<file path="src/hdl/pipe_config.svh">
`ifndef PIPE_CONFIG_SVH
`define PIPE_CONFIG_SVH

// datapath and instruction word width
`define DATA_W 16
// register index width, eight registers
`define REG_ADDR_W 3
`define NUM_REGS (1 << `REG_ADDR_W)
// external data memory address, low bits of base plus offset
`define MEM_ADDR_W 8

`endif

</file>
<file path="src/hdl/pipePkg.sv">
`default_nettype none

package pipePkg;

    // opcode field, instr[15:12]
    // unlisted codes decode as nop
    typedef enum logic [3:0] {
        OP_NOP  = 4'h0,
        OP_ADD  = 4'h1,
        OP_SUB  = 4'h2,
        OP_AND  = 4'h3,
        OP_XOR  = 4'h4,
        OP_ADDI = 4'h5,
        OP_LBI  = 4'h6,
        OP_ST   = 4'h7
    } opcodeT;

    // alu function carried down the pipe
    typedef enum logic [1:0] {
        ALU_ADD = 2'b00,
        ALU_SUB = 2'b01,
        ALU_AND = 2'b10,
        ALU_XOR = 2'b11
    } aluOpT;

    // operand source for EX
    // 2'b11 is never produced
    typedef enum logic [1:0] {
        FWD_NONE  = 2'b00,
        FWD_MEMWB = 2'b01,
        FWD_EXMEM = 2'b10
    } fwdSelT;

endpackage

`default_nettype wire

</file>
<file path="src/hdl/pipeControl.sv">
`default_nettype none
`include "pipe_config.svh"

module pipeControl
    import pipePkg::*;
(
    input  wire logic                   clk,
    input  wire logic                   arstN,
    input  wire logic                   instrValid,
    input  wire logic [`DATA_W-1:0]     instr,
    output logic [`REG_ADDR_W-1:0]      readIdxA,
    output logic [`REG_ADDR_W-1:0]      readIdxB,
    output logic [`REG_ADDR_W-1:0]      idexRs,
    output logic [`REG_ADDR_W-1:0]      idexRt,
    output aluOpT                       idexAluOp,
    output logic                        idexUseImm,
    output logic                        idexImmOnly,
    output logic [`DATA_W-1:0]          idexImm,
    output logic                        exmemRegWrite,
    output logic                        exmemMemWrite,
    output logic [`REG_ADDR_W-1:0]      exmemRd,
    output logic                        memwbRegWrite,
    output logic                        memwbMemWrite,
    output logic [`REG_ADDR_W-1:0]      memwbRd,
    output logic                        memWrite,
    output logic                        wbValid,
    output logic [`REG_ADDR_W-1:0]      wbReg
);

    opcodeT                  decOp;
    logic                    decRegWrite;
    logic                    decMemWrite;
    aluOpT                   decAluOp;
    logic                    decUseImm;
    logic                    decImmOnly;
    logic [`DATA_W-1:0]      decImm;

    logic                    idexValid;
    logic                    idexRegWrite;
    logic                    idexMemWrite;
    logic [`REG_ADDR_W-1:0]  idexRd;
    logic                    exmemValid;
    logic                    memwbValid;

    // bubble or unknown opcode becomes nop
    always_comb begin
        decOp = OP_NOP;
        if (instrValid && (instr[15:12] inside {OP_ADD, OP_SUB, OP_AND, OP_XOR,
                                               OP_ADDI, OP_LBI, OP_ST})) begin
            decOp = opcodeT'(instr[15:12]);
        end
    end

    always_comb begin
        decRegWrite = 1'b0;
        decMemWrite = 1'b0;
        decAluOp    = ALU_ADD;
        decUseImm   = 1'b0;
        decImmOnly  = 1'b0;
        case (decOp)
            OP_ADD:  decRegWrite = 1'b1;
            OP_SUB: begin
                decRegWrite = 1'b1;
                decAluOp    = ALU_SUB;
            end
            OP_AND: begin
                decRegWrite = 1'b1;
                decAluOp    = ALU_AND;
            end
            OP_XOR: begin
                decRegWrite = 1'b1;
                decAluOp    = ALU_XOR;
            end
            OP_ADDI: begin
                decRegWrite = 1'b1;
                decUseImm   = 1'b1;
            end
            // imm passes straight through the adder
            OP_LBI: begin
                decRegWrite = 1'b1;
                decUseImm   = 1'b1;
                decImmOnly  = 1'b1;
            end
            // alu forms base + offset
            OP_ST: begin
                decMemWrite = 1'b1;
                decUseImm   = 1'b1;
            end
            default: ;
        endcase
    end

    // lbi takes 8 imm bits, addi and st take 6
    assign decImm = (decOp == OP_LBI) ? {{(`DATA_W-8){instr[7]}}, instr[7:0]}
                                      : {{(`DATA_W-6){instr[5]}}, instr[5:0]};

    // register read, st reads its data reg on port B
    assign readIdxA = instr[8:6];
    assign readIdxB = (decOp == OP_ST) ? instr[11:9] : instr[5:3];

    // valid and write enables
    always_ff @(posedge clk or negedge arstN) begin
        if (!arstN) begin
            idexValid     <= 1'b0;
            idexRegWrite  <= 1'b0;
            idexMemWrite  <= 1'b0;
            exmemValid    <= 1'b0;
            exmemRegWrite <= 1'b0;
            exmemMemWrite <= 1'b0;
            memwbValid    <= 1'b0;
            memwbRegWrite <= 1'b0;
            memwbMemWrite <= 1'b0;
        end else begin
            idexValid     <= instrValid;
            idexRegWrite  <= decRegWrite;
            idexMemWrite  <= decMemWrite;
            exmemValid    <= idexValid;
            exmemRegWrite <= idexRegWrite;
            exmemMemWrite <= idexMemWrite;
            memwbValid    <= exmemValid;
            memwbRegWrite <= exmemRegWrite;
            memwbMemWrite <= exmemMemWrite;
        end
    end

    // indices and immediates
    always_ff @(posedge clk) begin
        idexRd      <= instr[11:9];
        idexRs      <= readIdxA;
        idexRt      <= readIdxB;
        idexAluOp   <= decAluOp;
        idexUseImm  <= decUseImm;
        idexImmOnly <= decImmOnly;
        idexImm     <= decImm;
        exmemRd     <= idexRd;
        memwbRd     <= exmemRd;
    end

    // external strobes, one cycle each
    assign memWrite = exmemValid && exmemMemWrite;
    assign wbValid  = memwbValid && memwbRegWrite;
    assign wbReg    = memwbRd;

    // a stage either writes a register or stores, never both
    assert property (@(posedge clk) disable iff (!arstN)
        !(idexRegWrite && idexMemWrite) && !(exmemRegWrite && exmemMemWrite) &&
        !(memwbRegWrite && memwbMemWrite))
        else $error("stage holds both regWrite and memWrite");

endmodule

`default_nettype wire

</file>
<file path="src/hdl/regFile.sv">
`default_nettype none
`include "pipe_config.svh"

module regFile (
    input  wire logic                    clk,
    input  wire logic                    arstN,
    input  wire logic [`REG_ADDR_W-1:0]  readIdxA,
    input  wire logic [`REG_ADDR_W-1:0]  readIdxB,
    input  wire logic                    writeEn,
    input  wire logic [`REG_ADDR_W-1:0]  writeIdx,
    input  wire logic [`DATA_W-1:0]      writeData,
    output logic [`DATA_W-1:0]           readDataA,
    output logic [`DATA_W-1:0]           readDataB
);

    logic [`DATA_W-1:0] regs [`NUM_REGS];

    // r0 is an ordinary register here
    always_ff @(posedge clk or negedge arstN) begin
        if (!arstN) begin
            for (int i = 0; i < `NUM_REGS; i++) begin
                regs[i] <= '0;
            end
        end else if (writeEn) begin
            regs[writeIdx] <= writeData;
        end
    end

    // write-through bypass
    // covers the producer three slots ahead, still in MEM/WB
    always_comb begin
        readDataA = regs[readIdxA];
        readDataB = regs[readIdxB];
        if (writeEn && (writeIdx == readIdxA)) begin
            readDataA = writeData;
        end
        if (writeEn && (writeIdx == readIdxB)) begin
            readDataB = writeData;
        end
    end

    // MEM/WB rd must be known when its write enable is set
    assert property (@(posedge clk) disable iff (!arstN)
        writeEn |-> !$isunknown(writeIdx))
        else $error("regFile write with unknown index");

endmodule

`default_nettype wire

</file>
<file path="src/hdl/forwardingUnit.sv">
`default_nettype none
`include "pipe_config.svh"

module forwardingUnit
    import pipePkg::*;
(
    input  wire logic [`REG_ADDR_W-1:0]  idexRs,
    input  wire logic [`REG_ADDR_W-1:0]  idexRt,
    input  wire logic                    exmemRegWrite,
    input  wire logic [`REG_ADDR_W-1:0]  exmemRd,
    input  wire logic                    memwbRegWrite,
    input  wire logic [`REG_ADDR_W-1:0]  memwbRd,
    input  wire logic                    exmemMemWrite,
    input  wire logic                    memwbMemWrite,
    output fwdSelT                       fwdA,
    output fwdSelT                       fwdB
);

    // newest producer wins
    // EX/MEM is distance 1, MEM/WB distance 2
    function automatic fwdSelT pickSource(
        input logic [`REG_ADDR_W-1:0] idx,
        input logic                   exWr,
        input logic [`REG_ADDR_W-1:0] exRd,
        input logic                   wbWr,
        input logic [`REG_ADDR_W-1:0] wbRd
    );
        fwdSelT sel;
        sel = FWD_NONE;
        if (exWr && (exRd == idx)) begin
            sel = FWD_EXMEM;
        end else if (wbWr && (wbRd == idx)) begin
            sel = FWD_MEMWB;
        end
        return sel;
    endfunction

    always_comb begin
        fwdA = pickSource(idexRs, exmemRegWrite, exmemRd, memwbRegWrite, memwbRd);
        fwdB = pickSource(idexRt, exmemRegWrite, exmemRd, memwbRegWrite, memwbRd);

        assert ((fwdA != FWD_EXMEM && fwdB != FWD_EXMEM) || exmemRegWrite)
            else $error("EX/MEM forward without regWrite");
        // store entries are never a forwarding source
        assert (!(exmemMemWrite && (fwdA == FWD_EXMEM || fwdB == FWD_EXMEM)))
            else $error("forward from a store in EX/MEM");
        assert (!(memwbMemWrite && (fwdA == FWD_MEMWB || fwdB == FWD_MEMWB)))
            else $error("forward from a store in MEM/WB");
    end

endmodule

`default_nettype wire

</file>
<file path="src/hdl/executeDatapath.sv">
`default_nettype none
`include "pipe_config.svh"

module executeDatapath
    import pipePkg::*;
(
    input  wire logic                   clk,
    input  wire logic                   arstN,
    input  wire logic [`DATA_W-1:0]     readDataA,
    input  wire logic [`DATA_W-1:0]     readDataB,
    input  wire fwdSelT                 fwdA,
    input  wire fwdSelT                 fwdB,
    input  wire aluOpT                  idexAluOp,
    input  wire logic                   idexUseImm,
    input  wire logic                   idexImmOnly,
    input  wire logic [`DATA_W-1:0]     idexImm,
    output logic [`MEM_ADDR_W-1:0]      memAddr,
    output logic [`DATA_W-1:0]          memWdata,
    output logic [`DATA_W-1:0]          wbData
);

    logic [`DATA_W-1:0] idexOpA;
    logic [`DATA_W-1:0] idexOpB;
    logic [`DATA_W-1:0] opA;
    logic [`DATA_W-1:0] opB;
    logic [`DATA_W-1:0] aluA;
    logic [`DATA_W-1:0] aluB;
    logic [`DATA_W-1:0] aluResult;
    logic [`DATA_W-1:0] exmemResult;
    logic [`DATA_W-1:0] exmemStoreData;
    logic [`DATA_W-1:0] memwbResult;

    // ID/EX operands straight from the register read
    always_ff @(posedge clk) begin
        idexOpA <= readDataA;
        idexOpB <= readDataB;
    end

    // forwarding muxes
    always_comb begin
        case (fwdA)
            FWD_EXMEM: opA = exmemResult;
            FWD_MEMWB: opA = memwbResult;
            default:   opA = idexOpA;
        endcase
        case (fwdB)
            FWD_EXMEM: opB = exmemResult;
            FWD_MEMWB: opB = memwbResult;
            default:   opB = idexOpB;
        endcase
    end

    // lbi zeroes A so the adder passes imm
    assign aluA = idexImmOnly ? '0 : opA;
    // st keeps opB as store data, imm goes to the adder
    assign aluB = idexUseImm ? idexImm : opB;

    always_comb begin
        case (idexAluOp)
            ALU_SUB: aluResult = aluA - aluB;
            ALU_AND: aluResult = aluA & aluB;
            ALU_XOR: aluResult = aluA ^ aluB;
            default: aluResult = aluA + aluB;
        endcase
    end

    // EX/MEM then MEM/WB
    always_ff @(posedge clk) begin
        exmemResult    <= aluResult;
        exmemStoreData <= opB;
        memwbResult    <= exmemResult;
    end

    // address is the low bits of base + offset
    assign memAddr  = exmemResult[`MEM_ADDR_W-1:0];
    assign memWdata = exmemStoreData;
    assign wbData   = memwbResult;

    // unused select code would fall into the register path silently
    assert property (@(posedge clk) disable iff (!arstN)
        (fwdA != 2'b11) && (fwdB != 2'b11))
        else $error("illegal forwarding select");

endmodule

`default_nettype wire

</file>
<file path="src/hdl/pipeCore.sv">
`default_nettype none
`include "pipe_config.svh"

module pipeCore
    import pipePkg::*;
(
    input  wire logic                   clk,
    input  wire logic                   arstN,
    input  wire logic                   instrValid,
    input  wire logic [`DATA_W-1:0]     instr,
    output logic                        wbValid,
    output logic [`REG_ADDR_W-1:0]      wbReg,
    output logic [`DATA_W-1:0]          wbData,
    output logic                        memWrite,
    output logic [`MEM_ADDR_W-1:0]      memAddr,
    output logic [`DATA_W-1:0]          memWdata
);

    logic [`REG_ADDR_W-1:0] readIdxA;
    logic [`REG_ADDR_W-1:0] readIdxB;
    logic [`DATA_W-1:0]     readDataA;
    logic [`DATA_W-1:0]     readDataB;
    logic [`REG_ADDR_W-1:0] idexRs;
    logic [`REG_ADDR_W-1:0] idexRt;
    aluOpT                  idexAluOp;
    logic                   idexUseImm;
    logic                   idexImmOnly;
    logic [`DATA_W-1:0]     idexImm;
    logic                   exmemRegWrite;
    logic                   exmemMemWrite;
    logic [`REG_ADDR_W-1:0] exmemRd;
    logic                   memwbRegWrite;
    logic                   memwbMemWrite;
    logic [`REG_ADDR_W-1:0] memwbRd;
    fwdSelT                 fwdA;
    fwdSelT                 fwdB;

    // decode and stage control
    pipeControl control0 (
        .clk           (clk),
        .arstN         (arstN),
        .instrValid    (instrValid),
        .instr         (instr),
        .readIdxA      (readIdxA),
        .readIdxB      (readIdxB),
        .idexRs        (idexRs),
        .idexRt        (idexRt),
        .idexAluOp     (idexAluOp),
        .idexUseImm    (idexUseImm),
        .idexImmOnly   (idexImmOnly),
        .idexImm       (idexImm),
        .exmemRegWrite (exmemRegWrite),
        .exmemMemWrite (exmemMemWrite),
        .exmemRd       (exmemRd),
        .memwbRegWrite (memwbRegWrite),
        .memwbMemWrite (memwbMemWrite),
        .memwbRd       (memwbRd),
        .memWrite      (memWrite),
        .wbValid       (wbValid),
        .wbReg         (wbReg)
    );

    // written from MEM/WB
    regFile regFile0 (
        .clk       (clk),
        .arstN     (arstN),
        .readIdxA  (readIdxA),
        .readIdxB  (readIdxB),
        .writeEn   (wbValid),
        .writeIdx  (wbReg),
        .writeData (wbData),
        .readDataA (readDataA),
        .readDataB (readDataB)
    );

    forwardingUnit fwd0 (
        .idexRs        (idexRs),
        .idexRt        (idexRt),
        .exmemRegWrite (exmemRegWrite),
        .exmemRd       (exmemRd),
        .memwbRegWrite (memwbRegWrite),
        .memwbRd       (memwbRd),
        .exmemMemWrite (exmemMemWrite),
        .memwbMemWrite (memwbMemWrite),
        .fwdA          (fwdA),
        .fwdB          (fwdB)
    );

    executeDatapath exec0 (
        .clk         (clk),
        .arstN       (arstN),
        .readDataA   (readDataA),
        .readDataB   (readDataB),
        .fwdA        (fwdA),
        .fwdB        (fwdB),
        .idexAluOp   (idexAluOp),
        .idexUseImm  (idexUseImm),
        .idexImmOnly (idexImmOnly),
        .idexImm     (idexImm),
        .memAddr     (memAddr),
        .memWdata    (memWdata),
        .wbData      (wbData)
    );

endmodule

`default_nettype wire

</file>
<file path="config.mk">
export PLATFORM = sky130hd
export DESIGN_NAME = pipeCore
export DESIGN_NICKNAME = d
export VERILOG_FILES = /design/src/hdl/pipePkg.sv /design/src/hdl/pipeControl.sv /design/src/hdl/regFile.sv /design/src/hdl/forwardingUnit.sv /design/src/hdl/executeDatapath.sv /design/src/hdl/pipeCore.sv
export VERILOG_INCLUDE_DIRS = /design/src /design/src/hdl
export SDC_FILE = /design/constraint.sdc
export NUM_CORES = 1
export LEC_CHECK = 0
export ABC_AREA = 1
export BUFFER_PORTS_ARGS = -buffer_cell sky130_fd_sc_hd__buf_2
export CORE_MARGIN = 1.5
export CORE_UTILIZATION = 39
export CTS_CLUSTER_DIAMETER = 120
export CTS_CLUSTER_SIZE = 12
export DETAILED_ROUTE_END_ITERATION = 6
export GPL_ROUTABILITY_DRIVEN = 0
export PLACE_DENSITY = 0.57
export SYNTH_ARGS = -nofsm -noshare
export SYNTH_HDL_FRONTEND = slang
export SYNTH_HIERARCHICAL = 1
export SYNTH_SLANG_ARGS = --single-unit
</file>
<file path="constraint.sdc">
create_clock -name clk -period 6.74 [get_ports clk]
set_input_delay 0.674 -clock clk [delete_from_list [all_inputs] [get_ports clk]]
set_output_delay 0.674 -clock clk [all_outputs]
set_load 0.05 [all_outputs]
</file>
* Word-level counts from Yosys, hierarchy flattened *
Index checks and enable logic that the tools add are counted.

word-level totals
  register bits after elaboration = 251
  output and inout bits = 45
  bits of input ports = 19
  logic and storage cells = 109

operators by class
  mux-type cells = 28
  magnitude comparators = 4
  add/subtract/negate cells = 2
  bitwise logic cells = 5
  reduce and logical (&&, ||, !) cells = 13
  eq/ne operators = 27

operator list
  kind                count
  $mux 16             10
  $bwmux 128          1
  $bmux 16 s3         2
  $pmux 16 s2         2
  $demux 16 s3        1
  $pmux 16 s3         1
  $eq 4x3->1 const B  8
  $eq 3x3->1          6
  $add 16x16->16      1
  $and 16x16->16      1
  $eq 4x2->1 const B  4
  $sub 16x16->16      1
  $xor 16x16->16      1
  $ge 4x4->1 const B  3
  $not 3->4           3
  $logic_and 1x1->1   10
  $eq 2x2->1 const B  4
  $eq 4x1->1 const B  2
  $reduce_bool 7->1   1
  $eq 2x1->1 const B  3
  $mux 1              6
  $pmux 2 s3          1
  $reduce_or 6->1     1
  $lt 4x1->1 const B  1
  4 further kinds     5

* Logic depth before layout (Yosys ltp) *
  depth in word-level cells = 11
  depth in mapped cells = 32
  mapped depth without buffers = 30

* Cells and area by module *
Netlist, hierarchy kept.

modules (own cells, without submodules)
  module           sequential area each (µm²)  area each (µm²)  instances  cells an instance
  regFile          3203.1                      7777.5           1          1196
  executeDatapath  1601.5                      4351.7           1          571
  pipeControl      765.7                       1057.3           1          92
  forwardingUnit   0.0                         231.5            1          59

* Least setup slack after synthesis *
Ideal clock, no wire load.

  path type = flip-flop to flip-flop
  start point = reg control0.memwbRd[0]
  end point = reg exec0.exmemResult[14]
  stages on the path, launching flop included = 27
  setup slack = 3.181 ns
  buffers on the path = 1
  data arrival time = 3.439 ns
  required time = 6.620 ns
  setup time = 0.120 ns
  clock period less this slack = 3.559 ns
  path through = dfxtp_1 inv_1 nand2_1 nand2_1 nor2_1 nand2_1 nor2_1 inv_1 ha_1 inv_2 buf_2 o211ai_2 nand2_2 inv_1 ha_1 nand4_1 nor2_2 a21oi_1 xor2_1 ha_1 nand2_1 o21ai_0 a21oi_1 nand2_1 or2_2 nand3_1 nand3_1

between the ends
  cells in the longest elaborated chain, start to end = 9
  elaborated cells between the ends (all ways) = 21
  classes of those cells = 2 x add/sub; 6 x eq/ne; 9 x mux; 2 x bitwise; 2 x reduce/logical

RTL lines
  what                                             line                   text
  start: declaration                               pipeControl.sv:24      output logic [`REG_ADDR_W-1:0] memwbRd,
  start signal: assignment                         pipeControl.sv:136     memwbRd <= exmemRd;
  $eq 3x3->1 (*)                                   forwardingUnit.sv:32   end else if (wbWr && (wbRd == idx)) begin
  $logic_and 1x1->1 (*)                            forwardingUnit.sv:32
  $mux 1 (*)                                       forwardingUnit.sv:32
  $mux 2 (*)                                       forwardingUnit.sv:30   if (exWr && (exRd == idx)) begin
  net fwdB[0]                                      pipeCore.sv:36         fwdSelT fwdB;
  $eq 2x1->1 / $eq 2x2->1 (equally long branches)  executeDatapath.sv:46  case (fwdB)
  $pmux 16 s2 (*)                                  executeDatapath.sv:46
  $mux 16 (*)                                      executeDatapath.sv:56  assign aluB = idexUseImm ? idexImm : opB;
  $add 16x16->16, or another cell as far along     executeDatapath.sv:63  default: aluResult = aluA + aluB;
  $pmux 16 s3 (*)                                  executeDatapath.sv:59  case (idexAluOp)
  net exec0.aluResult[14]                          executeDatapath.sv:28  logic [`DATA_W-1:0] aluResult;
  end signal: assignment                           executeDatapath.sv:69  exmemResult <= aluResult;
  end: declaration                                 executeDatapath.sv:29  logic [`DATA_W-1:0] exmemResult;

Mark *: on every way through the listed nets, which the timed path passes. The rest lies on a longest branch.
A chain may end at the register's enable or synchronous reset.

* Final worst setup path *
  start point = reg control0.memwbRd[2]
  end point = reg exec0.exmemResult[15]

The elaborated chain is that of the path after synthesis.

==> flow_metrics.env <==
export IMPL_gr_usage_met2_pct=37.6
export IMPL_grt_pass1_wl_mm=65.3
export IMPL_synth_cells=1917
export IMPL_postCtsSetupRepairBufs=0
export IMPL_cp_required_ns=7.17
export IMPL_p_leak_nw=7.45
export IMPL_syn2layout_area_growth_pct=7.74
export IMPL_firstDrtPassIters=6
export IMPL_antenna_found_initial=0
export IMPL_cp_max_fo=20
export IMPL_finalSetupViolCount=0
export IMPL_clkSinkCount=243
export IMPL_r2r_cells=26
export IMPL_fin_crit_sh_pct=70.7
export IMPL_cts_tree="yes"
export IMPL_cts_buffers=24
export IMPL_drive_gt1_share_pct=8.39
export IMPL_layout_nets=1958
export IMPL_p_clk_share_pct=23.8
export IMPL_nFillCells=3561
export IMPL_maxSlewViolCount=0
export IMPL_grtUsageMet1_pct=32.8
export IMPL_startpoint_type="register"
export IMPL_num_vias=12325
export IMPL_core_rowCount=67
export IMPL_endpoint_kind="register"
export IMPL_finClkSkew_ns=0.0154
export IMPL_clk_latency_ns=0.55
export IMPL_worst_slew_pin_slew_ns=0.989
export IMPL_grt_util_met3_pct=3.87
export IMPL_drt_wl_total_mm=41.4
export IMPL_clk_pin_slew_worst_paths_ns=0.06
export IMPL_die_w_um=188
export IMPL_power_total_mw=5.33
export IMPL_drc=0
export IMPL_post_route_util_pct=42.8
export IMPL_combPwrFrac_pct=34.1
export IMPL_cp_arrival_ns=5.20
export IMPL_gr_total_overflow=0
export IMPL_switching_share_pct=41.9
export IMPL_layout_common_cells="nand2_1 (687), nand3_1 (267), inv_1 (210)"
export IMPL_cts_root_buf="clkbuf_16"
export IMPL_status="finished, final reports clean"
export IMPL_setup_tns_final_ns=0
export IMPL_final_common_cell="nand2_1"
export IMPL_start_util_pct=39.7
export IMPL_cts_resized=0
export IMPL_avgSynthCellArea_sq_um=6.99
export IMPL_internal_power_mw=3.10
export IMPL_die_h_um=188
export IMPL_power_density_nw_per_um2=369
export IMPL_synth_area_sq_um=13400
export IMPL_ant_nets=0
export IMPL_grt_setup_unrepaired="no"
export IMPL_worstSetupPathType="register to register"
export IMPL_ctsHoldBuffers=0
export IMPL_core_area_sq_um=33700
export IMPL_drtIter0Drc=1232
export IMPL_timing_hold_violations_final=0
export IMPL_p_sw_mw=2.23
export IMPL_dpl_hpwl_mm=26.7
export IMPL_grt_use_total_pct=23.3
export IMPL_n_antenna_cell=0
export IMPL_yosysWarnings=6
export IMPL_max_slew_margin_rel_pct=34.0
export IMPL_grt_max_degree=71
export IMPL_r2r_start="control0/memwbRd[2]"
export IMPL_max_cap_violations=0
export IMPL_h_tree_depth=1
export IMPL_portBuffers=63
export IMPL_ios=64
export IMPL_seq_power_share_pct=42.1
export IMPL_vdd_drop_max_v=0.000191
export IMPL_top_usage_layer="met2"
export IMPL_wl_per_cell_um=17.5
export IMPL_grt_pass1_vias=11578
export IMPL_hp_class="primary input to async pin"
export IMPL_synth_nets=1973
export IMPL_min_period_ns=4.76
export IMPL_vias_per_cell=5.21
export IMPL_max_freq_ghz=0.210
export IMPL_ctsLongestPathBuffers=3
export IMPL_reg2reg_setup_slack_ns=1.98
export IMPL_die_area_sq_um=35500
export IMPL_r2r_end="exec0/exmemResult[15]"
## flip-flops by register name (all words and copies together), names as in the netlist, 2 cells and up
signal and flops:
control0/exmemRd 3, control0/idexAluOp 2, control0/idexImm 8, control0/idexRd 3
control0/idexRs 3, control0/idexRt 3, control0/memwbRd 3, exec0/exmemResult 16
exec0/idexOpA 16, exec0/idexOpB 16, exec0/memWdata 16, exec0/wbData 16
regFile0/regs 128
## layer usage
layer,up-vias,share of wire (%)
met2,458,45
met3,49,7.3
met5,-,0
li1,6025,-
met4,0,1.6
met1,5793,46
## power groups by stage
stage / Sequential [mW] / Clock [mW] / Combinational, mW
after floorplan: 2.36 / 0 / 1.19
after global placement: 2.26 / 0 / 1.78
after detailed placement: 2.27 / 0 / 1.80
after CTS: 2.24 / 1.30 / 1.81
after global routing: 2.29 / 1.36 / 2.05
final: 2.24 / 1.27 / 1.82
## critical path, stage by stage, from the launching register on
cell and delay (ns):
dfxtp_1 0.53, inv_1 0.10, nand2_1 0.07, nand2_1 0.05
nor2_1 0.08, nand2_1 0.06, nor2_1 0.16, inv_1 0.06
ha_1 0.50, inv_2 0.38, nand3_1 0.18, o211ai_2 0.10
nand2_2 0.12, inv_1 0.08, ha_1 0.18, nand4_1 0.15
nor2_2 0.22, a21oi_1 0.11, xor2_1 0.18, ha_1 0.34
a21o_1 0.21, nand2_1 0.05, nand4_1 0.20, a31oi_1 0.27
nand3_1 0.11, nand3_1 0.08, nand2_1 0.06
## how the worst max path moves through the flow
stage	cells after the start	end	slack (ns)	from
after floorplan	26	exec0/exmemResult[14]	3.18	control0/memwbRd[0]
after global placement	26	exec0/exmemResult[15]	2.19	control0/memwbRd[2]
after detailed placement	26	exec0/exmemResult[15]	2.07	control0/memwbRd[2]
after CTS	26	exec0/exmemResult[15]	2.05	control0/memwbRd[2]
after global routing	28	exec0/exmemResult[15]	1.46	control0/memwbRd[2]
final	26	exec0/exmemResult[15]	1.98	control0/memwbRd[2]
## layout make-up
| cell class | instances | area (sq um) | share of cell area [%] |
|---|---|---|---|
| inverters | 224 | 848 | 5.88 |
| flip-flops and latches | 243 | 5550 | 38.4 |
| multi-input cells | 1330 | 6330 | 43.9 |
| well taps | 448 | 561 | 3.88 |
| repair buffers | 79 | 442 | 3.06 |
| clock buffers | 42 | 689 | 4.78 |
| clock inverters | 1 | 11.3 | 0.0780 |
## metrics by stage
stage | worst slack [ns] | hold WS (ns) | std cells | instance area, sq um
floorplan | 3.18 | 0.310 | 1917 | 13400
CTS | 2.05 | 0.154 | 2367 | 14400
detailed placement | 2.07 | 0.313 | 2324 | 13700
finish | 1.98 | 0.139 | 2367 | 14400
global route | 1.46 | 0.185 | 2367 | 14400
global placement | 2.19 | 0.313 | 2324 | 13700
Note: power is estimated with default switching activity, not from simulation.
